`src/rv_core_settings.svh`:
```
// data width, reset pc and register count macros
`ifndef RV_CORE_SETTINGS_SVH
`define RV_CORE_SETTINGS_SVH

`define XLEN     64
`define RESET_PC 64'h0000_0000_0000_0000
`define NUM_REGS 32

`endif

```
`src/rv_fetch.sv`:
```
// program counter and wishbone classic instruction fetch with redirect
`default_nettype none
`include "rv_core_settings.svh"

module rv_fetch (
  input  wire              i_clk,
  input  wire              i_rst,
  input  wire              i_redirect_valid,
  input  wire [`XLEN-1:0]  i_redirect_pc,
  input  wire              i_ready,
  output logic             o_valid,
  output logic [31:0]      o_inst,
  output logic [`XLEN-1:0] o_pc,
  output logic             o_wb_cyc,
  output logic             o_wb_stb,
  output logic [`XLEN-1:0] o_wb_adr,
  output logic             o_wb_we,
  output logic [3:0]       o_wb_sel,
  input  wire  [31:0]      i_wb_dat,
  input  wire              i_wb_ack
);

  logic [`XLEN-1:0] pc;     // next address to fetch
  logic             stale;  // open cycle belongs to a dropped path

  assign o_wb_stb = o_wb_cyc;
  assign o_wb_we  = 1'b0;
  assign o_wb_sel = 4'b1111;
  assign o_pc     = o_wb_adr;

  always_ff @(posedge i_clk) begin
    if (i_rst) begin
      pc       <= `RESET_PC;
      o_wb_cyc <= 1'b0;
      o_valid  <= 1'b0;
      stale    <= 1'b0;
    end else if (i_redirect_valid) begin
      pc       <= i_redirect_pc;
      o_valid  <= 1'b0;
      o_wb_cyc <= o_wb_cyc & ~i_wb_ack;  // let the open cycle finish
      stale    <= o_wb_cyc & ~i_wb_ack;
    end else if (o_wb_cyc) begin
      if (i_wb_ack) begin
        o_wb_cyc <= 1'b0;
        o_valid  <= ~stale;
        stale    <= 1'b0;
      end
    end else if (o_valid) begin
      if (i_ready) begin
        o_valid <= 1'b0;
        pc      <= pc + `XLEN'd4;
      end
    end else begin
      o_wb_cyc <= 1'b1;
    end
  end

  // address follows pc only between cycles
  always_ff @(posedge i_clk) begin
    if (!o_wb_cyc) begin
      o_wb_adr <= pc;
    end
    if (o_wb_cyc && i_wb_ack) begin
      o_inst <= i_wb_dat;
    end
  end

  // request held with a steady address until the slave acks
  a_wb_hold: assert property (@(posedge i_clk) disable iff (i_rst)
    o_wb_stb && !i_wb_ack |=> o_wb_cyc && o_wb_stb && $stable(o_wb_adr));

endmodule

`default_nettype wire

```
`config.mk`:
```
export PLATFORM = sky130hd
export DESIGN_NAME = rv_fetch
export DESIGN_NICKNAME = d
export VERILOG_FILES = /design/src/rv_fetch.sv
export VERILOG_INCLUDE_DIRS = /design/src
export SDC_FILE = /design/constraint.sdc
export NUM_CORES = 1
export LEC_CHECK = 0
export BUFFER_PORTS_ARGS = -buffer_cell sky130_fd_sc_hd__buf_2
export CAP_MARGIN = 20
export CORE_MARGIN = 5
export CORE_UTILIZATION = 35
export CTS_BUF_LIST = sky130_fd_sc_hd__clkbuf_4
export CTS_CLUSTER_SIZE = 8
export DETAILED_ROUTE_END_ITERATION = 8
export HOLD_SLACK_MARGIN = 0.1
export PLACE_DENSITY_LB_ADDON = 0.2
export SLEW_MARGIN = 5
export SYNTH_ARGS = -nofsm -noshare
export SYNTH_HDL_FRONTEND = slang
export SYNTH_SLANG_ARGS = --single-unit
export TNS_END_PERCENT = 1
```
`constraint.sdc`:
```
create_clock -name i_clk -period 6.7 [get_ports i_clk]
set_clock_uncertainty 0.05 [all_clocks]
set_input_delay 1.005 -clock i_clk [delete_from_list [all_inputs] [get_ports i_clk]]
set_output_delay 1.005 -clock i_clk [all_outputs]
set_load 0.01 [all_outputs]
```
Word-level counts from Yosys, hierarchy flattened. Cells that the tools add are included. W data, S select, Z words.

Flip-flop bits (word level): 163. Bits of input ports: 101. Word-level logic and storage cells: 35. Output and inout bits: 168.

Reduce and logical (&&, ||, !) cells: 8. Multiplexer cells: 15. Equal/unequal tests: 2. Add/sub/neg operators: 1. Bitwise gates (word level): 3.

Operators by type and width (count): $mux W64 (4); $add A64 B3 Y64 const B (1); $mux W1 (11); $reduce_bool A2 Y1 (4); $reduce_and A3 Y1 (1); $ne A2 B1 Y1 const B (1); $ne A2 B2 Y1 const B (1); $not A1 Y1 (2); $reduce_and A2 Y1 (1); $reduce_or A2 Y1 (1); $and A1 B1 Y1 (1); $logic_and A1 B1 Y1 (1).

Longest topological paths before layout.
Word-level depth: 5. Mapped depth: 8. Gate-level depth less buffers: 7.

Worst setup path after synthesis. No wires, ideal clock.

Path type: register -> register. Start point: register o_wb_cyc. End point: register o_inst[0], enable pin. Clock period less this slack: 3.466 ns. Path buffers: 0. Path slack: 3.234 ns. Arrival time: 2.993 ns. Stages on the path, launching flop included: 3. Setup time: 0.423 ns. Cells stage by stage: dfxtp_1 > inv_1 > nor2_1.

Longest elaborated chain between the ends: 1.

Ends and longest elaborated chain: start, declared (RTL line rv_fetch.sv:14) `output logic o_wb_cyc,`; start signal, assigned (RTL line rv_fetch.sv:40) `o_wb_cyc <= o_wb_cyc & ~i_wb_ack;`; $logic_and A1 B1 Y1 (RTL line rv_fetch.sv:63) `if (o_wb_cyc && i_wb_ack) begin`; end signal, assigned (RTL line rv_fetch.sv:64) `o_inst <= i_wb_dat;`; end, declared (RTL line rv_fetch.sv:12) `output logic [31:0] o_inst,`.

Every way passes these cells. A chain may end at the register's enable or synchronous reset.

Worst setup path in the final report.
Start point: register pc[8]. End point: register pc[62].

Longest elaborated chain between the ends: 5.

Ends and longest elaborated chain: start, declared (RTL line rv_fetch.sv:23) `` logic [`XLEN-1:0] pc; ``; start signal, assigned (RTL line rv_fetch.sv:33) `` pc <= `RESET_PC; ``; start signal, assigned (RTL line rv_fetch.sv:38) `pc <= i_redirect_pc;`; start signal, assigned (RTL line rv_fetch.sv:51) `` pc <= pc + `XLEN'd4; ``; $add A64 B3 Y64 (RTL line rv_fetch.sv:51); $mux W64 (RTL line rv_fetch.sv:49) `if (i_ready) begin`; $mux W64 (RTL line rv_fetch.sv:48) `end else if (o_valid) begin`; $mux W64 (RTL line rv_fetch.sv:42) `end else if (o_wb_cyc) begin`; $mux W64 (RTL line rv_fetch.sv:37) `end else if (i_redirect_valid) begin`.

Every way passes these cells. The select of a mux whose other input is x is not followed.

==> summary.md <==
| Metric | Value |
|---|---|
| Post-layout min period | `3.35 ns` |
| CTS Buffer Depth | `2` |
| # IOs | `269` |
| EDFF count, synth | `96` |
| Hold Path Class | `reg -> reg` |
| Drt first-iter violations | `290` |
| Unrepaired setup endpoints after global routing | `no` |
| Synth cell types | `46` |
| Sw frac | `27.6%` |
| # port buffers | `263` |
| Async set-reset flop share out of synthesis | `0%` |
| Initial antenna violation count | `3` |
| Net Switching | `562 µW` |
| Routed Wire Length | `18.5 mm` |
| Reg power frac | `58.8%` |
| CP Data Required Time | `7.12 ns` |
| DRC viols | `0` |
| Die area | `23100 µm²` |
| Max frequency | `0.299 GHz` |
| Cts repair resizes | `0` |
| Synthesized area per cell | `11.3 µm²` |
| Skew-Pair Late Insertion Delay | `0.56 ns` |
| Clock Power Share | `29.0%` |
| Setup Fix Bufs, Post-CTS | `0` |
| Grt total ovfl | `0` |
| Max FO, Critical Path | `18` |
| Max_cap viols | `0` |
| Tot Pwr | `2040 µW` |
| Post-Syn Area | `7050 µm²` |
| Seq cells post-synth | `163` |
| First-pass GRT wire length | `28.7 mm` |
| Pins Over Slew Limit | `0` |
| Status | `finished, final reports clean` |
| Sequential area share after synthesis | `59.9%` |
| Pint | `1480 µW` |
| Hold-fix buffers, CTS | `0` |
| CTS tree | `done` |
| Power density cells | `242 nW/µm²` |
| Final Hold Viols | `0` |
| Largest net degree at the start of global routing | `69` |
| Ys Warns | `0` |
| Logic pwr share | `12.2%` |
| Hold path cells | `0` |
| Die Ht | `152 µm` |
| # H-tree levels | `4` |
| Max_slew headroom | `38.2%` |
| Gr usage total | `15.7%` |
| GPL Wtd Cong | `0.779` |
| Share of cells above drive strength 1 | `37.0%` |
| Crit Path Category | `reg -> reg` |
| Area grow syn2layout | `19.4%` |
| Setup TNS | `0 ns` |
| CP Launch Type | `register` |
| Die W | `152 µm` |
| Cells after Synth | `626` |
| Most common flop cell mapped by yosys | `edfxtp_1` |
| Rows | `52` |
| CTS sink count | `163` |
| Root buffer cell | `clkbuf_4` |
| Vias per cell | `4.70` |
| Endpoint type of the worst setup path | `register` |
| Worst R2R Path Depth | `6` |
| DR vias | `5202` |
| Arrival time at the worst endpoint | `3.77 ns` |
| Worst Max-Slew Pin Slew | `0.925 ns` |
| Vias in the first global route | `5103` |
| HPWL after detailed placement | `13.6 mm` |
| Initial core utilization | `35.2%` |
| Area of the core | `20000 µm²` |
| Final setup vio count | `0` |
| Routed len/inst | `16.8 µm` |
| Maximum vdd drop | `116 µV` |
| Final ANT Viol Nets | `0` |
| # nets final | `924` |
| Leakage | `0.00344 µW` |
| Clock-pin slew on the worst setup and hold paths | `0.14 ns` |
| Fin crit share | `50.0%` |
| Drt first pass iters | `4` |
| Cts bufs inserted | `17` |
-- registers in the layout, indices dropped and copies added (netlist names) --
signal	flops
o_inst	32
o_pc	64
o_valid	1
o_wb_cyc	1
pc	64
stale	1
-- path summary, 6_finish.rpt --
kind | start | endpoint | slack [ns]
max | pc[8]$_SDFFE_PP0P_ | pc[62]$_SDFFE_PP0P_ | 3.35
max reg2reg | pc[8]$_SDFFE_PP0P_ | pc[62]$_SDFFE_PP0P_ | 3.35
min reg2reg | pc[1]$_SDFFE_PP0P_ | o_pc[1]$_DFFE_PN_ | 0.41
min | pc[1]$_SDFFE_PP0P_ | o_pc[1]$_DFFE_PN_ | 0.41
-- cells by family (layout without fill, tap and decap cells) --
| group | count (synthesis) | count (layout) | share of synthesized area, % |
|---|---|---|---|
| AOI/OAI and AO/OA | 75 | 75 | 6.92 |
| xor gates and xnor gates | 48 | 48 | 5.96 |
| adders and majority gates | 1 | 1 | 0.177 |
| buffers and inverters | 102 | 308 | 9.46 |
| DFF | 163 | 163 | 59.9 |
| muxes | 12 | 12 | 1.70 |
| other | 2 | 6 | 0.107 |
| and+or+nand+nor | 223 | 223 | 15.7 |
-- per-layer routing --
layer	share of wire, %	vias to the layer above	GRT usage, %
li1	-	2579	-
met1	44	2389	20.4
met2	47	205	25.0
met3	7.3	23	5.35
met4	1.4	6	4.54
met5	0.25	-	0
-- critical path, stage by stage (launching register included) --
cell and delay (ns):
dfxtp_1 0.44, nand4_1 0.22, nor4_4 0.81, nand4_1 0.82, nor4_1 0.55, xnor2_1 0.11
a211oi_1 0.26
-- area by class of cell --
type | count | area (µm²)
antenna | 1 | 2.50
clock buffer | 18 | 135
clock inverter | 14 | 153
fill | 2040 | 11600
inverter | 9 | 33.8
multi-input combinational | 364 | 2180
sequential | 163 | 4220
tap | 270 | 338
timing repair buffer | 267 | 1350
-- cells in the final DEF, fill, tap and decap left out, types with 2 or more instances in the layout --
cell        Yosys  layout
buf_2           1     263
edfxtp_1       96      96
dfxtp_1        67      67
nor2_1         62      61
nand2_1        52      52
xnor2_1        39      39
a21oi_1        24      24
a211oi_1       23      23
nand3_1        21      21
nand4_1        21      21
clkbuf_4        1      18
nor3_1         15      15
mux2i_1        12      12
nor4_1         12      12
o21ai_0        12      12
and3_1         10      10
or3_1          10      10
a311oi_1       10      10
xor2_1          9       9
inv_1           9       7
clkinvlp_4      0       6
conb_1          2       5
and4_1          4       4
buf_4          70       4
or2_2           3       3
inv_6           0       3
inv_2           0       2
and2_1          2       2
o31ai_1         2       2
bufinv_16       0       2
clkinv_4        0       2
-- synth_stat cells (all sizes together), types with 13 or more instances --
cell / instances / area share, %
clkbuf: 16 / 0.91
nor4: 13 / 1.2
xnor2: 39 / 4.8
dfxtp: 67 / 19
nand2: 52 / 2.8
a21oi: 24 / 1.7
nand4: 22 / 2.0
a211oi: 23 / 2.4
nor2: 62 / 3.3
nand3: 21 / 1.5
nor3: 15 / 1.1
edfxtp: 96 / 41
buf: 76 / 7.9
-- metrics by stage --
stage	setup WS, ns	utilization, %	instance area, µm²	instances	hold WS [ns]
2_1_floorplan	3.23	-	7060	629	0.358
4_1_cts	3.40	42.0	8410	1105	0.408
3_3_place_gp	3.33	40.6	8130	1073	0.367
3_5_place_dp	3.19	40.6	8130	1073	0.376
5_1_grt	3.06	42.0	8410	1105	0.424
6_report	3.35	42.0	8420	1106	0.410
-- power groups by stage --
stage	registers, µW	logic, µW	clock network, µW
detailed placement	1220	253	0
global placement	1220	252	0
global route	1210	272	659
finish	1200	248	591
floorplan	1230	151	0
CTS	1200	253	613
No activity file was read; power rests on OpenSTA's default activity.
