===== config.mk =====
export PLATFORM = sky130hd
export DESIGN_NAME = rv_execute
export DESIGN_NICKNAME = d
export VERILOG_FILES = /design/src/rv_core_pkg.sv /design/src/rv_execute.sv
export VERILOG_INCLUDE_DIRS = /design/src
export SDC_FILE = /design/constraint.sdc
export NUM_CORES = 2
export LEC_CHECK = 0
export BUFFER_PORTS_ARGS = -buffer_cell sky130_fd_sc_hd__buf_2
export CAP_MARGIN = 0
export CELL_PAD_IN_SITES_DETAIL_PLACEMENT = 1
export CELL_PAD_IN_SITES_GLOBAL_PLACEMENT = 2
export CORE_UTILIZATION = 29
export DETAILED_ROUTE_END_ITERATION = 16
export GPL_ROUTABILITY_DRIVEN = 0
export PLACE_DENSITY_LB_ADDON = 0.1
export SYNTH_ARGS = -nofsm -noshare
export SYNTH_HDL_FRONTEND = slang
export SYNTH_SLANG_ARGS = --single-unit

===== constraint.sdc =====
create_clock -name vclk -period 6.1
set_clock_uncertainty 0.05 [all_clocks]
set_input_delay 0.61 -clock vclk [all_inputs]
set_output_delay 0.61 -clock vclk [all_outputs]
set_load 0.01 [all_outputs]

===== src/rv_core_settings.svh =====
// data width, reset pc and register count macros
`ifndef RV_CORE_SETTINGS_SVH
`define RV_CORE_SETTINGS_SVH

`define XLEN     64
`define RESET_PC 64'h0000_0000_0000_0000
`define NUM_REGS 32

`endif


===== src/rv_core_pkg.sv =====
// instruction word union with its format views, alu operation and branch kind enums
`default_nettype none

package rv_core_pkg;

  typedef struct packed {
    logic [6:0] funct7;
    logic [4:0] rs2;
    logic [4:0] rs1;
    logic [2:0] funct3;
    logic [4:0] rd;
    logic [6:0] opcode;
  } rv_r_fmt_t;

  typedef struct packed {
    logic [11:0] imm_11_0;
    logic [4:0]  rs1;
    logic [2:0]  funct3;
    logic [4:0]  rd;
    logic [6:0]  opcode;
  } rv_i_fmt_t;

  typedef struct packed {
    logic [6:0] imm_11_5;
    logic [4:0] rs2;
    logic [4:0] rs1;
    logic [2:0] funct3;
    logic [4:0] imm_4_0;
    logic [6:0] opcode;
  } rv_s_fmt_t;

  typedef struct packed {
    logic       imm_12;
    logic [5:0] imm_10_5;
    logic [4:0] rs2;
    logic [4:0] rs1;
    logic [2:0] funct3;
    logic [3:0] imm_4_1;
    logic       imm_11;
    logic [6:0] opcode;
  } rv_b_fmt_t;

  typedef struct packed {
    logic [19:0] imm_31_12;
    logic [4:0]  rd;
    logic [6:0]  opcode;
  } rv_u_fmt_t;

  typedef struct packed {
    logic       imm_20;
    logic [9:0] imm_10_1;
    logic       imm_11;
    logic [7:0] imm_19_12;
    logic [4:0] rd;
    logic [6:0] opcode;
  } rv_j_fmt_t;

  typedef union packed {
    rv_r_fmt_t r;
    rv_i_fmt_t i;
    rv_s_fmt_t s;
    rv_b_fmt_t b;
    rv_u_fmt_t u;
    rv_j_fmt_t j;
  } rv_inst_u;

  typedef enum logic [3:0] {
    alu_add,
    alu_sub,
    alu_slt,
    alu_sltu,
    alu_xor,
    alu_or,
    alu_and,
    alu_sll,
    alu_srl,
    alu_sra,
    alu_copy_b
  } alu_op_e;

  typedef enum logic [3:0] {
    br_none,
    br_jal,
    br_jalr,
    br_beq,
    br_bne,
    br_blt,
    br_bge,
    br_bltu,
    br_bgeu
  } branch_e;

endpackage

`default_nettype wire


===== src/rv_execute.sv =====
// alu, branch resolution, word cut, register write and retire report
`default_nettype none
`include "rv_core_settings.svh"

module rv_execute
  import rv_core_pkg::*;
(
  input  wire              i_clk,
  input  wire              i_rst,
  input  wire              i_valid,
  input  wire  [`XLEN-1:0] i_pc,
  input  wire  [`XLEN-1:0] i_op_a,
  input  wire  [`XLEN-1:0] i_op_b,
  input  wire  [`XLEN-1:0] i_rs2_val,
  input  wire  [`XLEN-1:0] i_imm,
  input  alu_op_e          i_alu_op,
  input  branch_e          i_branch,
  input  wire              i_word_cut,
  input  wire  [4:0]       i_rd,
  input  wire              i_wen,
  input  wire              i_invalid,
  output logic [4:0]       o_busy_rd,
  output logic             o_redirect_valid,
  output logic [`XLEN-1:0] o_redirect_pc,
  output logic             o_rf_wen,
  output logic [4:0]       o_rf_addr,
  output logic [`XLEN-1:0] o_rf_data,
  output logic             o_retire_valid,
  output logic [`XLEN-1:0] o_retire_pc,
  output logic [4:0]       o_retire_rd,
  output logic [`XLEN-1:0] o_retire_data,
  output logic             o_retire_invalid
);

  logic [`XLEN-1:0] sh_src, alu_res, result, target;
  logic [5:0]       shamt;
  logic             eq, lt, ltu, taken;

  // word shifts see only the low word, sign filled for sra
  assign sh_src = i_word_cut ?
                  {{(`XLEN-32){i_op_a[31] && i_alu_op == alu_sra}}, i_op_a[31:0]} : i_op_a;
  assign shamt  = i_word_cut ? {1'b0, i_op_b[4:0]} : i_op_b[5:0];

  always_comb begin
    case (i_alu_op)
      alu_add:    alu_res = i_op_a + i_op_b;
      alu_sub:    alu_res = i_op_a - i_op_b;
      alu_slt:    alu_res = {{(`XLEN-1){1'b0}}, $signed(i_op_a) < $signed(i_op_b)};
      alu_sltu:   alu_res = {{(`XLEN-1){1'b0}}, i_op_a < i_op_b};
      alu_xor:    alu_res = i_op_a ^ i_op_b;
      alu_or:     alu_res = i_op_a | i_op_b;
      alu_and:    alu_res = i_op_a & i_op_b;
      alu_sll:    alu_res = sh_src << shamt;
      alu_srl:    alu_res = sh_src >> shamt;
      alu_sra:    alu_res = $signed(sh_src) >>> shamt;
      alu_copy_b: alu_res = i_op_b;
      default:    alu_res = '0;
    endcase
  end

  assign result = i_word_cut ? {{(`XLEN-32){alu_res[31]}}, alu_res[31:0]} : alu_res;

  assign eq  = i_op_a == i_rs2_val;
  assign lt  = $signed(i_op_a) < $signed(i_rs2_val);
  assign ltu = i_op_a < i_rs2_val;

  always_comb begin
    case (i_branch)
      br_jal, br_jalr: taken = 1'b1;
      br_beq:          taken = eq;
      br_bne:          taken = !eq;
      br_blt:          taken = lt;
      br_bge:          taken = !lt;
      br_bltu:         taken = ltu;
      br_bgeu:         taken = !ltu;
      default:         taken = 1'b0;
    endcase
  end

  // jalr carries rs1 in the rs2 slot
  assign target = (i_branch == br_jalr) ? ((i_rs2_val + i_imm) & ~`XLEN'd1) : i_pc + i_imm;

  assign o_redirect_valid = i_valid && taken && target != i_pc + `XLEN'd4;
  assign o_redirect_pc    = target;
  assign o_busy_rd        = i_valid ? i_rd : 5'd0;

  assign o_rf_wen  = i_valid & i_wen;
  assign o_rf_addr = i_rd;
  assign o_rf_data = result;

  assign o_retire_valid   = i_valid;
  assign o_retire_pc      = i_pc;
  assign o_retire_rd      = i_rd;
  assign o_retire_data    = i_wen ? result : '0;
  assign o_retire_invalid = i_invalid;

  a_no_x0_write: assert property (@(posedge i_clk) disable iff (i_rst)
    o_rf_wen |-> o_rf_addr != 5'd0);

  // the wrong-path instruction never reaches execute
  a_redirect_flush: assert property (@(posedge i_clk) disable iff (i_rst)
    o_redirect_valid |=> !o_retire_valid);

endmodule

`default_nettype wire


After elaboration in Yosys (flattened, before gate mapping)
Cells that the tools add are included.
{"block": "classes", "magnitude_cmp": 4, "eq_ne": 20, "multipliers": 0, "shift": 3, "muxes": 8, "n_reduce_logical": 8, "div": 0, "bitwise_logic": 4, "addsub": 5}
{"operator": "$pmux 64 s11", "n": 1}
{"operator": "$lt 64x64->1", "n": 4}
{"operator": "$mux 64", "n": 4}
{"operator": "$add 64x64->64", "n": 3}
{"operator": "$add 64x3->64 const B", "n": 1}
{"operator": "$and 64x64->64", "n": 1}
{"operator": "$eq 64x64->1", "n": 1}
{"operator": "$ne 64x64->1", "n": 1}
{"operator": "$or 64x64->64", "n": 1}
{"operator": "$shl 64x6->64", "n": 1}
{"operator": "$shr 64x6->64", "n": 1}
{"operator": "$sshr 64x6->64", "n": 1}
{"operator": "$sub 64x64->64", "n": 1}
{"operator": "$xor 64x64->64", "n": 1}
{"operator": "$eq 4x3->1 const B", "n": 8}
{"operator": "$eq 4x2->1 const B", "n": 4}
{"operator": "$eq 4x4->1 const B", "n": 4}
{"operator": "$eq 4x1->1 const B", "n": 2}
{"operator": "$pmux 1 s7", "n": 1}
{"operator": "$mux 6", "n": 1}
{"operator": "$mux 5", "n": 1}
{"operator": "$logic_not 4->1", "n": 1}
{"operator": "$logic_and 1x1->1", "n": 3}
{"operator": "$logic_not 1->1", "n": 3}
{"operator": "2 further kinds", "n": 2}
{"block": "totals", "memories": 0, "register_bits": 0, "rom_bits": 0, "latch_bits": 0, "input_bits": 339, "out_inout_bits": 275, "elab_cells": 52, "ram_bits": 0}

Logic depth before layout (Yosys ltp)
{"block": "logic_depth", "ltp_word": 7, "mapped_depth": 22, "mapped_depth_nobuf": 16}

Least setup slack after synthesis
Ideal clock, no wire load.
{"block": "synth_timing", "path_type": "input port to output port", "startpoint": "input port i_op_b[3]", "endpoint": "output port o_retire_data[60]", "path_buffers": 8, "stages": 20, "setup_slack_ps": -365, "arrival_ps": 5805, "path_cell_list": "clkbuf_1 inv_1 buf_1 buf_1 clkbuf_1 buf_2 buf_1 ha_1 o21ai_0 a31oi_1 o41ai_1 nand4_1 nand3_1 a31oi_1 o31ai_1 and2_1 buf_2 o21ai_0 clkbuf_1 o31ai_1"}
{"block": "synth_between", "elab_chain_cells": 5, "word_cells_on_any_way": 9, "classes_between": "add/sub (2); shift (3); mux (4)"}
{"item": "start, declared", "line_no": "rv_execute.sv:13", "source": "input wire [`XLEN-1:0] i_op_b,"}
{"item": "parallel branches: the longest is 2 deep, another holds $sub 64x64->64"}
{"item": "$pmux 64 s11 (*)", "line_no": "rv_execute.sv:45", "source": "case (i_alu_op)"}
{"item": "$mux 64 (*)", "line_no": "rv_execute.sv:61", "source": "assign result = i_word_cut ? {{(`XLEN-32){alu_res[31]}}, alu_res[31:0]} : alu_res;"}
{"item": "$mux 64 (*)", "line_no": "rv_execute.sv:94", "source": "assign o_retire_data = i_wen ? result : '0;"}
{"item": "end, declared", "line_no": "rv_execute.sv:31", "source": "output logic [`XLEN-1:0] o_retire_data,"}
Mark *: on every way between the ends.

Worst setup path in the final report
{"block": "layout_timing", "startpoint": "input port i_op_a[1]", "endpoint": "output port o_rf_data[63]"}
{"block": "layout_between", "elab_chain_cells": 4, "word_cells_on_any_way": 8, "classes_between": "add/sub (2); shift (3); mux (3)"}
{"item": "start, declared", "line_no": "rv_execute.sv:12", "source": "input wire [`XLEN-1:0] i_op_a,"}
{"item": "parallel branches: the longest is 2 deep, another holds $sub 64x64->64"}
{"item": "$pmux 64 s11 (*)", "line_no": "rv_execute.sv:45"}
{"item": "$mux 64 (*)", "line_no": "rv_execute.sv:61"}
{"item": "end, declared", "line_no": "rv_execute.sv:27", "source": "output logic [`XLEN-1:0] o_rf_data,"}
Marked as above.

==> results by stage <==
GRT:
- Entering global routing, the biggest net connects 140 pins.
- After global routing the overflow that remains totals 0.
- The number of global-route vias before repair is about 47,000.
- In the global route stage, overall resource usage came out at 0.354.
- The first global-routing pass estimated 323 mm of wire.
- The number of antenna violations at the first check in global routing came to 24.

Layout:
- Leaving out fill and tap cells, the most frequent cell in the layout is sky130_fd_sc_hd__a21oi_1.
- In the layout the commonest cells are sky130_fd_sc_hd__a21oi_1 (609), sky130_fd_sc_hd__buf_2 (605), sky130_fd_sc_hd__nor2_1 (580), sky130_fd_sc_hd__nand2_1 (513), sky130_fd_sc_hd__o21ai_0 (441).
- The total area of sequential cells is 0 um2.
- The count of flip-flops and latches is 0.
- The layout cell share with drive strength beyond 1 is 0.185.
- The layout-stage area growth over the synthesis result is 17.3%.
- In the final design database the tool counted 6,811 nets.
- The count of clock-net buffers in the final layout is 0.

Setup path:
- The required time reported for the critical path endpoint is 5.44 ns.
- The worst setup path is launched from an input port.
- The worst path arrival time is 5.39 ns.
- The most critical setup path has its endpoint at o_rf_data[63].
- The critical path starts at i_op_a[1].
- The kind of end point of the critical path is an output pin.
- The biggest fanout along the worst timing path is 4.
- By startpoint and endpoint, the worst setup path is classified as in -> out.

STA:
- Setup repair after global routing could not meet its margin everywhere.
- The post-route clock period utilization is 0.991.
- Static timing analysis puts the maximum clock frequency at 165 MHz.
- The hold violation count in the final report came to 0.
- The time the final worst path needs with I/O delays and setup is about 6.0 ns.
- The smallest hold slack is 1.17 ns.
- The number of slew-limit violations in the final report is 0.
- The worst pin sits at a relative slew slack of 0.188.
- Setup violations remaining at the end of the flow were counted as 0.
- The slew at the pin with the worst max-slew slack is 1.21 ns.

Floorplanning:
- The core region area is ~120,000 um2.
- The chip width is 350 um.
- The initial cell density of the core is 0.293.
- The floorplan step defined a die boundary enclosing roughly 120,000 um2.
- The floorplan has 127 rows.
- The number of top-level pins is a little over 600.
- The die outline height is 350 um.

Drt:
- The DRC violation count after routing is 0.
- In the routed layout, each cell is associated on average with a via count of 6.13.
- The pre-antenna-repair detailed-routing pass consisted of 6 iterations.
- The first routing iteration left 4,439 violations.
- For this block, the routed nets add up to 228 mm of wire.
- The via total after detailed routing is 47,200.
- After detailed routing, the average wire length per cell comes to 29.6 um.
- In this run the remaining antenna-violating nets after routing total 0.

Synth:
- A synthesized cell averages 6.33 um2.
- Synthesis handed over a netlist of around 5,600 instances.
- The distinct cell type count of the synthesized netlist is 96.
- The register area share after synthesis is 0.
- The area of the mapped netlist is about 35,000 um2.
- When the netlist entered floorplanning its net count stood at 6,282.
- Yosys printed 0 warnings.

Run status:
- The flow ran to the end, and the final reports show no timing, DRC or antenna violations.

CTS:
- In this run the post-CTS setup repair buffer count came out at 0.
- Buffers inserted to repair hold after CTS numbered 0.

Place:
- During placement, the flow inserted port buffers numbering 610.
- The detailed-placement wirelength estimate is 193 mm.

Job:
- Max-cap violations in this run came to 0.

Hold path:
- The class of the most critical hold timing path is in -> out.
==> area by class of cell <==
class,instances,area [um2]
diodes,11,27.5
multi-input cells,4800,32200
repair buffers,973,5890
well taps,1612,2020
inverters,310,1170
fillers,15800,78900
==> kinds of logic (layout without fill, tap and decap cells) <==
logic type,after synthesis,count (layout),share of synthesized area
other,0,11,0
adders and majority gates,387,387,0.138
AOI/OAI and AO/OA,1982,1982,0.360
xor gates and xnor gates,270,270,0.0676
muxes,230,230,0.0843
and+or+nand+nor,1931,1931,0.259
buffers and inverters,756,1283,0.0905
==> worst min path at each step <==
stage | from | to | slack (ns) | cells past startpoint
after floorplan | i_invalid | o_retire_invalid | 1.26 | 1
after global placement | i_invalid | o_retire_invalid | 1.17 | 0
after detailed placement | i_invalid | o_retire_invalid | 1.17 | 0
after CTS | i_invalid | o_retire_invalid | 1.17 | 0
after global routing | i_invalid | o_retire_invalid | 1.17 | 0
final | i_invalid | o_retire_invalid | 1.17 | 0
==> metal layers <==
metal / track usage / routed length [um] / share of wire
met5: 0 / 32 / 0.00014
met3: 0.0350 / 13600 / 0.059
met1: 0.445 / 94500 / 0.41
met2: 0.597 / 106000 / 0.46
met4: 0.181 / 14400 / 0.063
==> per-stage QoR <==
step	instance area (um2)	util	TNS [ns]	instances	setup slack [ns]
3_5_place_dp	41200	0.343	-1.51	7695	-0.441
5_1_grt	41300	0.344	-0.0942	7703	-0.0942
3_3_place_gp	41200	0.343	-1.09	7695	-0.382
4_1_cts	41200	0.343	0	7695	0.0245
2_1_floorplan	35200	-	0	5556	0.0639
6_report	41300	0.344	0	7706	0.0549
==> worst max-delay path, stage by stage <==
cell and delay [ns]:
sky130_fd_sc_hd__buf_2 0.12, sky130_fd_sc_hd__inv_1 0.17, sky130_fd_sc_hd__ha_1 0.30, sky130_fd_sc_hd__o21bai_1 0.20, sky130_fd_sc_hd__a21oi_1 0.12, sky130_fd_sc_hd__o21ai_0 0.29
sky130_fd_sc_hd__a31oi_1 0.26, sky130_fd_sc_hd__o41ai_4 0.46, sky130_fd_sc_hd__nand4_1 0.37, sky130_fd_sc_hd__a21oi_1 0.49, sky130_fd_sc_hd__o21ai_1 0.30, sky130_fd_sc_hd__a221oi_1 0.53
sky130_fd_sc_hd__a211oi_1 0.16, sky130_fd_sc_hd__xnor2_1 0.16, sky130_fd_sc_hd__a211oi_1 0.42, sky130_fd_sc_hd__buf_4 0.19, sky130_fd_sc_hd__nor2_1 0.04, sky130_fd_sc_hd__buf_2 0.17
==> what timing repair did <==
item                                    in CTS  in global routing
hold endpoints to repair                     0                  0
pin swaps                                    0                  1
gates resized for setup                      4                 15
endpoints found under the setup margin      13                 21
==> cells in the mapped netlist (all sizes together), types with 60 or more instances <==
library cell	instances	area, um2
o21ai	454	2270
o21bai	82	616
a211oi	68	515
nand3	169	846
and2	84	526
nor3	121	616
a21oi	609	3050
xnor2	176	1540
a21o	106	796
o211ai	100	751
clkbuf	275	1030
buf	171	990
inv	309	1160
nand4	124	776
xor2	93	815
nor4	60	375
ha	383	4790
nor2	585	2200
nand2	514	1930
mux2i	158	1590
