$ cat config.mk
export PLATFORM = sky130hd
export DESIGN_NAME = rv_decode
export DESIGN_NICKNAME = d
export VERILOG_FILES = /design/src/rv_core_pkg.sv /design/src/rv_decode.sv
export VERILOG_INCLUDE_DIRS = /design/src
export SDC_FILE = /design/constraint.sdc
export NUM_CORES = 1
export LEC_CHECK = 0
export BUFFER_PORTS_ARGS = -buffer_cell sky130_fd_sc_hd__buf_2
export CAP_MARGIN = 20
export CORE_AREA = 2 2 229 231
export CTS_CLUSTER_DIAMETER = 100
export CTS_CLUSTER_SIZE = 14
export DETAILED_ROUTE_END_ITERATION = 6
export DIE_AREA = 0 0 231 233
export GPL_TIMING_DRIVEN = 0
export PLACE_DENSITY = 0.5
export SLEW_MARGIN = 20
export SYNTH_ARGS = -nofsm -noshare
export SYNTH_HDL_FRONTEND = slang
export SYNTH_SLANG_ARGS = --single-unit
$ cat constraint.sdc
create_clock -name i_clk -period 9.78 [get_ports i_clk]
set_input_delay 0.978 -clock i_clk [delete_from_list [all_inputs] [get_ports i_clk]]
set_output_delay 0.978 -clock i_clk [all_outputs]
set_load 0.01 [all_outputs]
$ cat src/rv_core_settings.svh
// data width, reset pc and register count macros
`ifndef RV_CORE_SETTINGS_SVH
`define RV_CORE_SETTINGS_SVH

`define XLEN     64
`define RESET_PC 64'h0000_0000_0000_0000
`define NUM_REGS 32

`endif

$ cat src/rv_core_pkg.sv
// instruction word union with its format views, alu operation and branch kind enums
`default_nettype none

package rv_core_pkg;

  typedef struct packed {
    logic [6:0] funct7;
    logic [4:0] rs2;
    logic [4:0] rs1;
    logic [2:0] funct3;
    logic [4:0] rd;
    logic [6:0] opcode;
  } rv_r_fmt_t;

  typedef struct packed {
    logic [11:0] imm_11_0;
    logic [4:0]  rs1;
    logic [2:0]  funct3;
    logic [4:0]  rd;
    logic [6:0]  opcode;
  } rv_i_fmt_t;

  typedef struct packed {
    logic [6:0] imm_11_5;
    logic [4:0] rs2;
    logic [4:0] rs1;
    logic [2:0] funct3;
    logic [4:0] imm_4_0;
    logic [6:0] opcode;
  } rv_s_fmt_t;

  typedef struct packed {
    logic       imm_12;
    logic [5:0] imm_10_5;
    logic [4:0] rs2;
    logic [4:0] rs1;
    logic [2:0] funct3;
    logic [3:0] imm_4_1;
    logic       imm_11;
    logic [6:0] opcode;
  } rv_b_fmt_t;

  typedef struct packed {
    logic [19:0] imm_31_12;
    logic [4:0]  rd;
    logic [6:0]  opcode;
  } rv_u_fmt_t;

  typedef struct packed {
    logic       imm_20;
    logic [9:0] imm_10_1;
    logic       imm_11;
    logic [7:0] imm_19_12;
    logic [4:0] rd;
    logic [6:0] opcode;
  } rv_j_fmt_t;

  typedef union packed {
    rv_r_fmt_t r;
    rv_i_fmt_t i;
    rv_s_fmt_t s;
    rv_b_fmt_t b;
    rv_u_fmt_t u;
    rv_j_fmt_t j;
  } rv_inst_u;

  typedef enum logic [3:0] {
    alu_add,
    alu_sub,
    alu_slt,
    alu_sltu,
    alu_xor,
    alu_or,
    alu_and,
    alu_sll,
    alu_srl,
    alu_sra,
    alu_copy_b
  } alu_op_e;

  typedef enum logic [3:0] {
    br_none,
    br_jal,
    br_jalr,
    br_beq,
    br_bne,
    br_blt,
    br_bge,
    br_bltu,
    br_bgeu
  } branch_e;

endpackage

`default_nettype wire

$ cat src/rv_decode.sv
// instruction decode, immediate generation, operand select and register interlock
`default_nettype none
`include "rv_core_settings.svh"

module rv_decode
  import rv_core_pkg::*;
(
  input  wire              i_clk,
  input  wire              i_rst,
  input  wire              i_valid,
  input  wire  [31:0]      i_inst,
  input  wire  [`XLEN-1:0] i_pc,
  output logic             o_ready,
  input  wire              i_redirect_valid,
  input  wire  [4:0]       i_busy_rd,
  output logic [4:0]       o_rs1_addr,
  output logic [4:0]       o_rs2_addr,
  input  wire  [`XLEN-1:0] i_rs1_data,
  input  wire  [`XLEN-1:0] i_rs2_data,
  output logic             o_valid,
  output logic [`XLEN-1:0] o_pc,
  output logic [`XLEN-1:0] o_op_a,
  output logic [`XLEN-1:0] o_op_b,
  output logic [`XLEN-1:0] o_rs2_val,
  output logic [`XLEN-1:0] o_imm,
  output alu_op_e          o_alu_op,
  output branch_e          o_branch,
  output logic             o_word_cut,
  output logic [4:0]       o_rd,
  output logic             o_wen,
  output logic             o_invalid
);

  localparam logic [6:0] op_lui    = 7'b0110111;
  localparam logic [6:0] op_auipc  = 7'b0010111;
  localparam logic [6:0] op_jal    = 7'b1101111;
  localparam logic [6:0] op_jalr   = 7'b1100111;
  localparam logic [6:0] op_branch = 7'b1100011;
  localparam logic [6:0] op_imm    = 7'b0010011;
  localparam logic [6:0] op_reg    = 7'b0110011;
  localparam logic [6:0] op_imm_32 = 7'b0011011;
  localparam logic [6:0] op_reg_32 = 7'b0111011;

  rv_inst_u         inst;
  logic [2:0]       f3;
  logic [6:0]       f7;
  logic [`XLEN-1:0] imm_i, imm_u, imm_b, imm_j, imm;
  logic             r_fmt_ok, alt_imm;
  logic             legal, writes, wen, word_cut, use_rs1, use_rs2;
  logic             a_pc, b_imm, b_four;
  alu_op_e          alu_op;
  branch_e          branch;

  function automatic alu_op_e alu_from_f3(input logic [2:0] funct3, input logic alt);
    case (funct3)
      3'b000:  return alt ? alu_sub : alu_add;
      3'b001:  return alu_sll;
      3'b010:  return alu_slt;
      3'b011:  return alu_sltu;
      3'b100:  return alu_xor;
      3'b101:  return alt ? alu_sra : alu_srl;
      3'b110:  return alu_or;
      default: return alu_and;
    endcase
  endfunction

  assign inst       = i_inst;
  assign f3         = inst.r.funct3;
  assign f7         = inst.r.funct7;
  assign o_rs1_addr = inst.r.rs1;
  assign o_rs2_addr = inst.r.rs2;

  assign imm_i = {{(`XLEN-12){inst.i.imm_11_0[11]}}, inst.i.imm_11_0};
  assign imm_u = {{(`XLEN-32){inst.u.imm_31_12[19]}}, inst.u.imm_31_12, 12'h000};
  assign imm_b = {{(`XLEN-13){inst.b.imm_12}}, inst.b.imm_12, inst.b.imm_11,
                  inst.b.imm_10_5, inst.b.imm_4_1, 1'b0};
  assign imm_j = {{(`XLEN-21){inst.j.imm_20}}, inst.j.imm_20, inst.j.imm_19_12,
                  inst.j.imm_11, inst.j.imm_10_1, 1'b0};

  // funct7 is zero, or 0100000 for sub and sra
  assign r_fmt_ok = f7 == 7'b0 || (f7 == 7'b0100000 && (f3 == 3'b000 || f3 == 3'b101));
  assign alt_imm  = f7[5] && f3 == 3'b101;  // srai, sraiw

  always_comb begin
    alu_op   = alu_add;
    branch   = br_none;
    legal    = 1'b1;
    writes   = 1'b1;
    word_cut = 1'b0;
    use_rs1  = 1'b1;
    use_rs2  = 1'b0;
    a_pc     = 1'b0;
    b_imm    = 1'b1;
    b_four   = 1'b0;
    imm      = imm_i;
    case (inst.r.opcode)
      op_lui: begin
        alu_op  = alu_copy_b;
        use_rs1 = 1'b0;
        imm     = imm_u;
      end
      op_auipc: begin
        a_pc    = 1'b1;
        use_rs1 = 1'b0;
        imm     = imm_u;
      end
      op_jal: begin
        branch  = br_jal;
        use_rs1 = 1'b0;
        a_pc    = 1'b1;
        b_four  = 1'b1;
        imm     = imm_j;
      end
      op_jalr: begin
        legal  = f3 == 3'b000;
        branch = br_jalr;
        a_pc   = 1'b1;
        b_four = 1'b1;
      end
      op_branch: begin
        legal   = f3 != 3'b010 && f3 != 3'b011;
        writes  = 1'b0;
        use_rs2 = 1'b1;
        b_imm   = 1'b0;
        imm     = imm_b;
        case (f3)
          3'b000:  branch = br_beq;
          3'b001:  branch = br_bne;
          3'b100:  branch = br_blt;
          3'b101:  branch = br_bge;
          3'b110:  branch = br_bltu;
          default: branch = br_bgeu;
        endcase
      end
      op_imm: begin
        // 6-bit shamt leaves funct7[0] free
        legal  = (f3 != 3'b001 && f3 != 3'b101) || f7[6:1] == 6'b0 ||
                 (f3 == 3'b101 && f7[6:1] == 6'b010000);
        alu_op = alu_from_f3(f3, alt_imm);
      end
      op_reg: begin
        legal   = r_fmt_ok;
        use_rs2 = 1'b1;
        b_imm   = 1'b0;
        alu_op  = alu_from_f3(f3, f7[5]);
      end
      op_imm_32: begin
        legal    = f3 == 3'b000 || (r_fmt_ok && (f3 == 3'b001 || f3 == 3'b101));
        word_cut = 1'b1;
        alu_op   = alu_from_f3(f3, alt_imm);
      end
      op_reg_32: begin
        legal    = r_fmt_ok && (f3 == 3'b000 || f3 == 3'b001 || f3 == 3'b101);
        word_cut = 1'b1;
        use_rs2  = 1'b1;
        b_imm    = 1'b0;
        alu_op   = alu_from_f3(f3, f7[5]);
      end
      default: begin
        legal   = 1'b0;
        use_rs1 = 1'b0;
      end
    endcase
  end

  assign wen     = legal && writes && inst.r.rd != 5'd0;
  // wait for the instruction in execute to write back
  assign o_ready = i_busy_rd == 5'd0 ||
                   !((use_rs1 && inst.r.rs1 == i_busy_rd) || (use_rs2 && inst.r.rs2 == i_busy_rd));

  always_ff @(posedge i_clk) begin
    if (i_rst) begin
      o_valid <= 1'b0;
    end else begin
      o_valid <= i_valid & o_ready & ~i_redirect_valid;
    end
  end

  always_ff @(posedge i_clk) begin
    if (i_valid && o_ready) begin
      o_pc       <= i_pc;
      o_op_a     <= a_pc ? i_pc : i_rs1_data;
      o_op_b     <= b_four ? `XLEN'd4 : (b_imm ? imm : i_rs2_data);
      o_rs2_val  <= (branch == br_jalr) ? i_rs1_data : i_rs2_data;  // jalr base
      o_imm      <= imm;
      o_alu_op   <= alu_op;
      o_branch   <= legal ? branch : br_none;
      o_word_cut <= word_cut;
      o_rd       <= wen ? inst.r.rd : 5'd0;
      o_wen      <= wen;
      o_invalid  <= ~legal;
    end
  end

  // a hazard clears after one bubble
  a_stall_one: assert property (@(posedge i_clk) disable iff (i_rst)
    !o_ready |-> (i_busy_rd != 5'd0) ##1 o_ready);

endmodule

`default_nettype wire

Yosys cells after proc, flatten, opt, wreduce, memory -nomap -nowiden --
Cells that the tools add are included.
Storage, ports and cells: input port bits 233, register bits 305, output and inout bits 348, logic and storage cells 97
Cells by class: bitwise logic cells 4, equal/unequal tests 24, multiplexer cells 20, reductions and logical operators 37
Operators with widths (count):
- 2-to-1 mux 64 bit | 3
- one-hot mux 31 bit (3 select lines) | 1
- one-hot mux 4 bit (7 select lines) | 2
- == test 7 x 6 -> 1 bit (second input constant) | 4
- one-hot mux 4 bit (3 select lines) | 2
- == test 7 x 5 -> 1 bit (second input constant) | 3
- == test 7 bit (second input constant) | 3
- one-hot mux 4 bit (5 select lines) | 1
- logical AND 1 bit | 12
- == test 5 bit | 2
- logical OR 1 bit | 10
- 2-to-1 mux 1 bit | 10
- OR reduction 2 bit | 5
- == test 3 bit (second input constant) | 3
- OR reduction 3 bit | 3
- zero test 7 bit | 1
- one-hot mux 1 bit (7 select lines) | 1
- == test 3 x 2 -> 1 bit (second input constant) | 2
- == test 6 x 5 -> 1 bit (second input constant) | 1
- zero test 6 bit | 1
- != test 3 x 2 -> 1 bit (second input constant) | 2
- OR reduction 6 bit | 1
- zero test 5 bit | 1
- nonzero test 5 bit | 1
- 8 further kinds | 10

Depth between registers and ports, before layout --
word-level depth 9, gate-level depth with buffers 7, depth with buffers taken out 5

Least setup slack after synthesis --
No wires, ideal clock.
path type input to register, start point in i_busy_rd[1], end point reg o_alu_op[0], enable pin, required time 9.077 ns, path slack 0.134 ns, buffers on the path 0, library setup time 0.703 ns, stages on the path 5, arrival time 8.943 ns, path through or4_1 nor2_1 nor3_1 a32oi_1 and2_1
On the way: longest elaborated chain between the ends 6, elaborated cells between the ends (all ways) 9, classes of those cells 2 x eq/ne; 7 x reduce/logical
Ends and longest elaborated chain:
- start, declared | RTL line rv_decode.sv:15 | input wire [4:0] i_busy_rd,
- == test 5 bit | RTL line rv_decode.sv:169 | !((use_rs1 && inst.r.rs1 == i_busy_rd) || (use_rs2 && inst.r.rs2 == i_busy_rd));
- logical AND 1 bit | RTL line rv_decode.sv:169
- logical OR 1 bit | RTL line rv_decode.sv:169
- zero test 1 bit | RTL line rv_decode.sv:169
- logical OR 1 bit * | RTL line rv_decode.sv:168 | assign o_ready = i_busy_rd == 5'd0 ||
- named net o_ready | RTL line rv_decode.sv:13 | output logic o_ready,
- logical AND 1 bit * | RTL line rv_decode.sv:180 | if (i_valid && o_ready) begin
- end signal, assigned | RTL line rv_decode.sv:186 | o_alu_op <= alu_op;
- end, declared | RTL line rv_decode.sv:26 | output alu_op_e o_alu_op,
Mark *: on every way through the listed nets, which the timed path passes. The rest lies on a longest branch. A chain may end at the register's enable or synchronous reset.

Final worst setup path --
start point in i_inst[2], end point out o_ready
On the way: longest elaborated chain between the ends 7, elaborated cells between the ends (all ways) 15, classes of those cells 6 x eq/ne; 2 x mux; 7 x reduce/logical
Ends and longest elaborated chain:
- start, declared | RTL line rv_decode.sv:11 | input wire [31:0] i_inst,
- == test 7 x 6 -> 1 bit, or another cell as far along | RTL line rv_decode.sv:96 | case (inst.r.opcode)
- OR reduction 6 bit (no line) or OR reduction 3 bit (tied branches)
- 2-to-1 mux 1 bit | RTL line rv_decode.sv:96
- logical AND 1 bit | RTL line rv_decode.sv:169
- logical OR 1 bit * | RTL line rv_decode.sv:169
- zero test 1 bit * | RTL line rv_decode.sv:169
- logical OR 1 bit * | RTL line rv_decode.sv:168
- end, declared | RTL line rv_decode.sv:13
Every way passes the cells marked *; elsewhere a longest branch is shown, timed or not.

==> results_dict.tcl <==
set metrics [dict create \
    status "finished, final reports clean" \
    fill_cells 5184 \
    setup_slack_ns 6.22 \
    clock_sinks 305 \
    multi_input_area_um2 3120 \
    ys.warnings.count 0 \
    nets 1670 \
    cap_violations 0 \
    vias 9325 \
    worstPathMaxFanout 9 \
    htree_levels 1 \
    setup_viol 0 \
    fin_setup_tns_ns 0 \
    via_per_inst 4.38 \
    seq_area_frac_synth 0.714 \
    cts_tree "done" \
    powerDensity_nw_per_um2 169 \
    chipHeight_um 233 \
    drt_wl_total_um 46300 \
    drc 0 \
    cts_hold_buf 0 \
    antenna_found_initial 10 \
    async_flop_share 0 \
    gp_congestion 0.782 \
    synth_edf_count 304 \
    crit_type "in -> out" \
    seq_area_um2 9150 \
    ctsResizeCount 0 \
    synth-xor-area-share 0.00821 \
    endpoint_kind "primary output" \
    fin_crit_sh 0.364 \
    pre_cts_ws_ns 5.64 \
    rsz0062_at_grt "no" \
    final_area_um2 17400 \
    min_from "i_pc[12]" \
    hold_end "o_pc[12]" \
    drtIter0Drc 609 \
    ys_ff_latch 305 \
    placementRows 83 \
    worstHoldPathCells 1 \
    firstDrtPassIters 5 \
    power_leakage_nw 7.18 \
    fmax_mhz 281 \
    hold_viol 0 \
    ys.flop_type "edfxtp_1" \
    syn_to_final_growth_pct 36.0 \
    cts_made_buffers 25 \
    wire_per_inst_um 21.8 \
    grt.total_usage 0.163 \
    synthAdderAreaFrac 0 \
    die_w_um 231 \
    ctsLongestPathBuffers 3 \
    netlist_top_cells_area "edfxtp_1 (71%), mux2_2 (9.1%), buf_4 (3.0%), a21oi_1 (2.2%), mux2_1 (2.1%)" \
    synthMuxAreaShare 0.113 \
    synth.largest_area_cell "edfxtp_1" \
    synth_compound_area_frac 0.0588 \
    synthSimpleGateAreaFrac 0.0633 \
    hold_class "in -> reg" \
    core_area_um2 51100 \
    synth_top_family_by_area "multiplexers" \
    drive_above_1_share 0.547 \
    ant_nets 0 \
    grt_first_pass_wirelength_um 63500 \
    cp-start-kind "primary input" \
    utilization 0.341 \
    hpwl_um 35800 \
    syn_inst 824 \
    relSlewSlack 0.396 \
    io_buffers 580 \
    syn_avg_cell_area_um2 15.5 \
    root_buffer "clkbuf_16" \
    worstPathRequired_ns 8.80 \
    start_util 0.251 \
    finalCriticalPeriod_ns 3.56 \
    placed_cell_area_um2 16700 \
    ios 581 \
    synth_top_cell_area_share 0.713 \
    slew_violations 0 \
    clk_pin_slew_ns 0.07 \
    arrival_ns 2.58 \
    die-area_um2 53800 \
    syn_nets 1057 \
    grt_overflow 0 \
    syn_area_um2 12800 \
    postCtsSetupBuffers 0 \
    peakVddDrop_uv 130 \
    tightest_slew_ns 0.905 \
    synth_cell_types 55 \
    first_global_vias 9344 \
    grt_max_degree 57 \
]
==> logic make-up after synthesis <==
| kind of cell | Yosys count |
|---|---|
| simple gates | 171 |
| mux | 128 |
| flops | 305 |
| xor+xnor | 12 |
| buf+inv | 88 |
| compound gates | 120 |
==> worst max path at each step <==
stage | from | slack (ns) | endpoint
2_1_floorplan | i_busy_rd[1] | 0.13 | o_alu_op[0]
3_3_place_gp | i_inst[5] | -3.64 | o_op_a[42]
3_5_place_dp | i_inst[5] | 5.64 | o_op_b[52]
4_1_cts | i_inst[2] | 6.18 | o_ready
5_1_grt | i_inst[2] | 6.06 | o_ready
6_report | i_inst[2] | 6.22 | o_ready
==> cells in the final DEF (no fill, tap or decap), types with 3 or more instances in the layout <==
cell	instances
buf_2	594
edfxtp_1	304
mux2_2	104
nor2_1	65
a21oi_1	56
buf_4	51
nand2_1	44
clkbuf_16	25
mux2_1	24
clkbuf_1	23
nor3_1	15
o21ai_0	14
a211oi_1	13
a21o_1	11
and2_1	9
xor2_1	8
nor2b_1	7
buf_1	5
buf_16	5
or4_1	4
nand3_1	4
and3_1	4
o21ai_1	4
a22o_1	4
xnor2_1	4
diode_2	3
a22oi_1	3
==> Yosys cell counts (3+ instances only) <==
cell type / instances
a21oi_1: 56
clkbuf_1: 15
nand3_1: 4
mux2_2: 104
nor2b_1: 7
a22o_1: 4
and3_1: 4
a22oi_1: 3
nor2_1: 65
buf_1: 5
edfxtp_1: 304
buf_2: 14
mux2_1: 24
a21o_1: 11
o21ai_1: 4
a211oi_1: 13
nand2_1: 44
or4_1: 4
and2_1: 10
xor2_1: 8
xnor2_1: 4
nor3_1: 15
buf_4: 51
o21ai_0: 14
==> flip-flops by register name, summed over array words and instances (netlist names) <==
register,flops
o_imm,32
o_valid,1
o_word_cut,1
o_pc,64
o_rd,5
o_op_a,64
o_rs2_val,64
o_alu_op,4
o_branch,4
o_invalid,1
o_wen,1
o_op_b,64
==> stage by stage <==
stage | total power, mW | cells | hold slack [ns]
6_report | 2.94 | 2128 | 0.580
5_1_grt | 3.07 | 2126 | 0.548
4_1_cts | 2.99 | 2125 | 0.535
3_5_place_dp | 2.04 | 2090 | 1.17
3_3_place_gp | 2.06 | 2084 | 1.17
2_1_floorplan | 1.81 | 824 | 1.08
==> final cells by class <==
cell class / instances / share of cell area
diodes: 3 / 0.000431
multi-input cells: 431 / 0.179
plain buffers: 86 / 0.0310
clock buffers: 33 / 0.0377
clock inverters: 2 / 0.00137
flip-flops and latches: 305 / 0.525
inverters: 2 / 0.000431
well taps: 680 / 0.0489
repair buffers: 586 / 0.176
==> metal layers <==
| metal | track usage | up-vias | wire (um) |
|---|---|---|---|
| met4 | 0.0365 | 8 | 951 |
| met3 | 0.0506 | 49 | 4170 |
| li1 | - | 4305 | - |
| met1 | 0.198 | 4554 | 18400 |
| met2 | 0.282 | 409 | 22800 |
| met5 | 0 | - | 53 |
==> power by group <==
| part | internal (mW) | total [mW] | switching, mW |
|---|---|---|---|
| clock | 0.467 | 0.938 | 0.472 |
| sequential | 1.56 | 1.59 | 0.0285 |
| combinational | 0.176 | 0.417 | 0.241 |
==> critical path, stage by stage <==
cell     delay [ns]
buf_2          0.15
nor4b_1        0.40
nand2_1        0.36
o21ai_1        0.28
a32oi_1        0.22
buf_2          0.19
(Power assumes the default switching activity.)
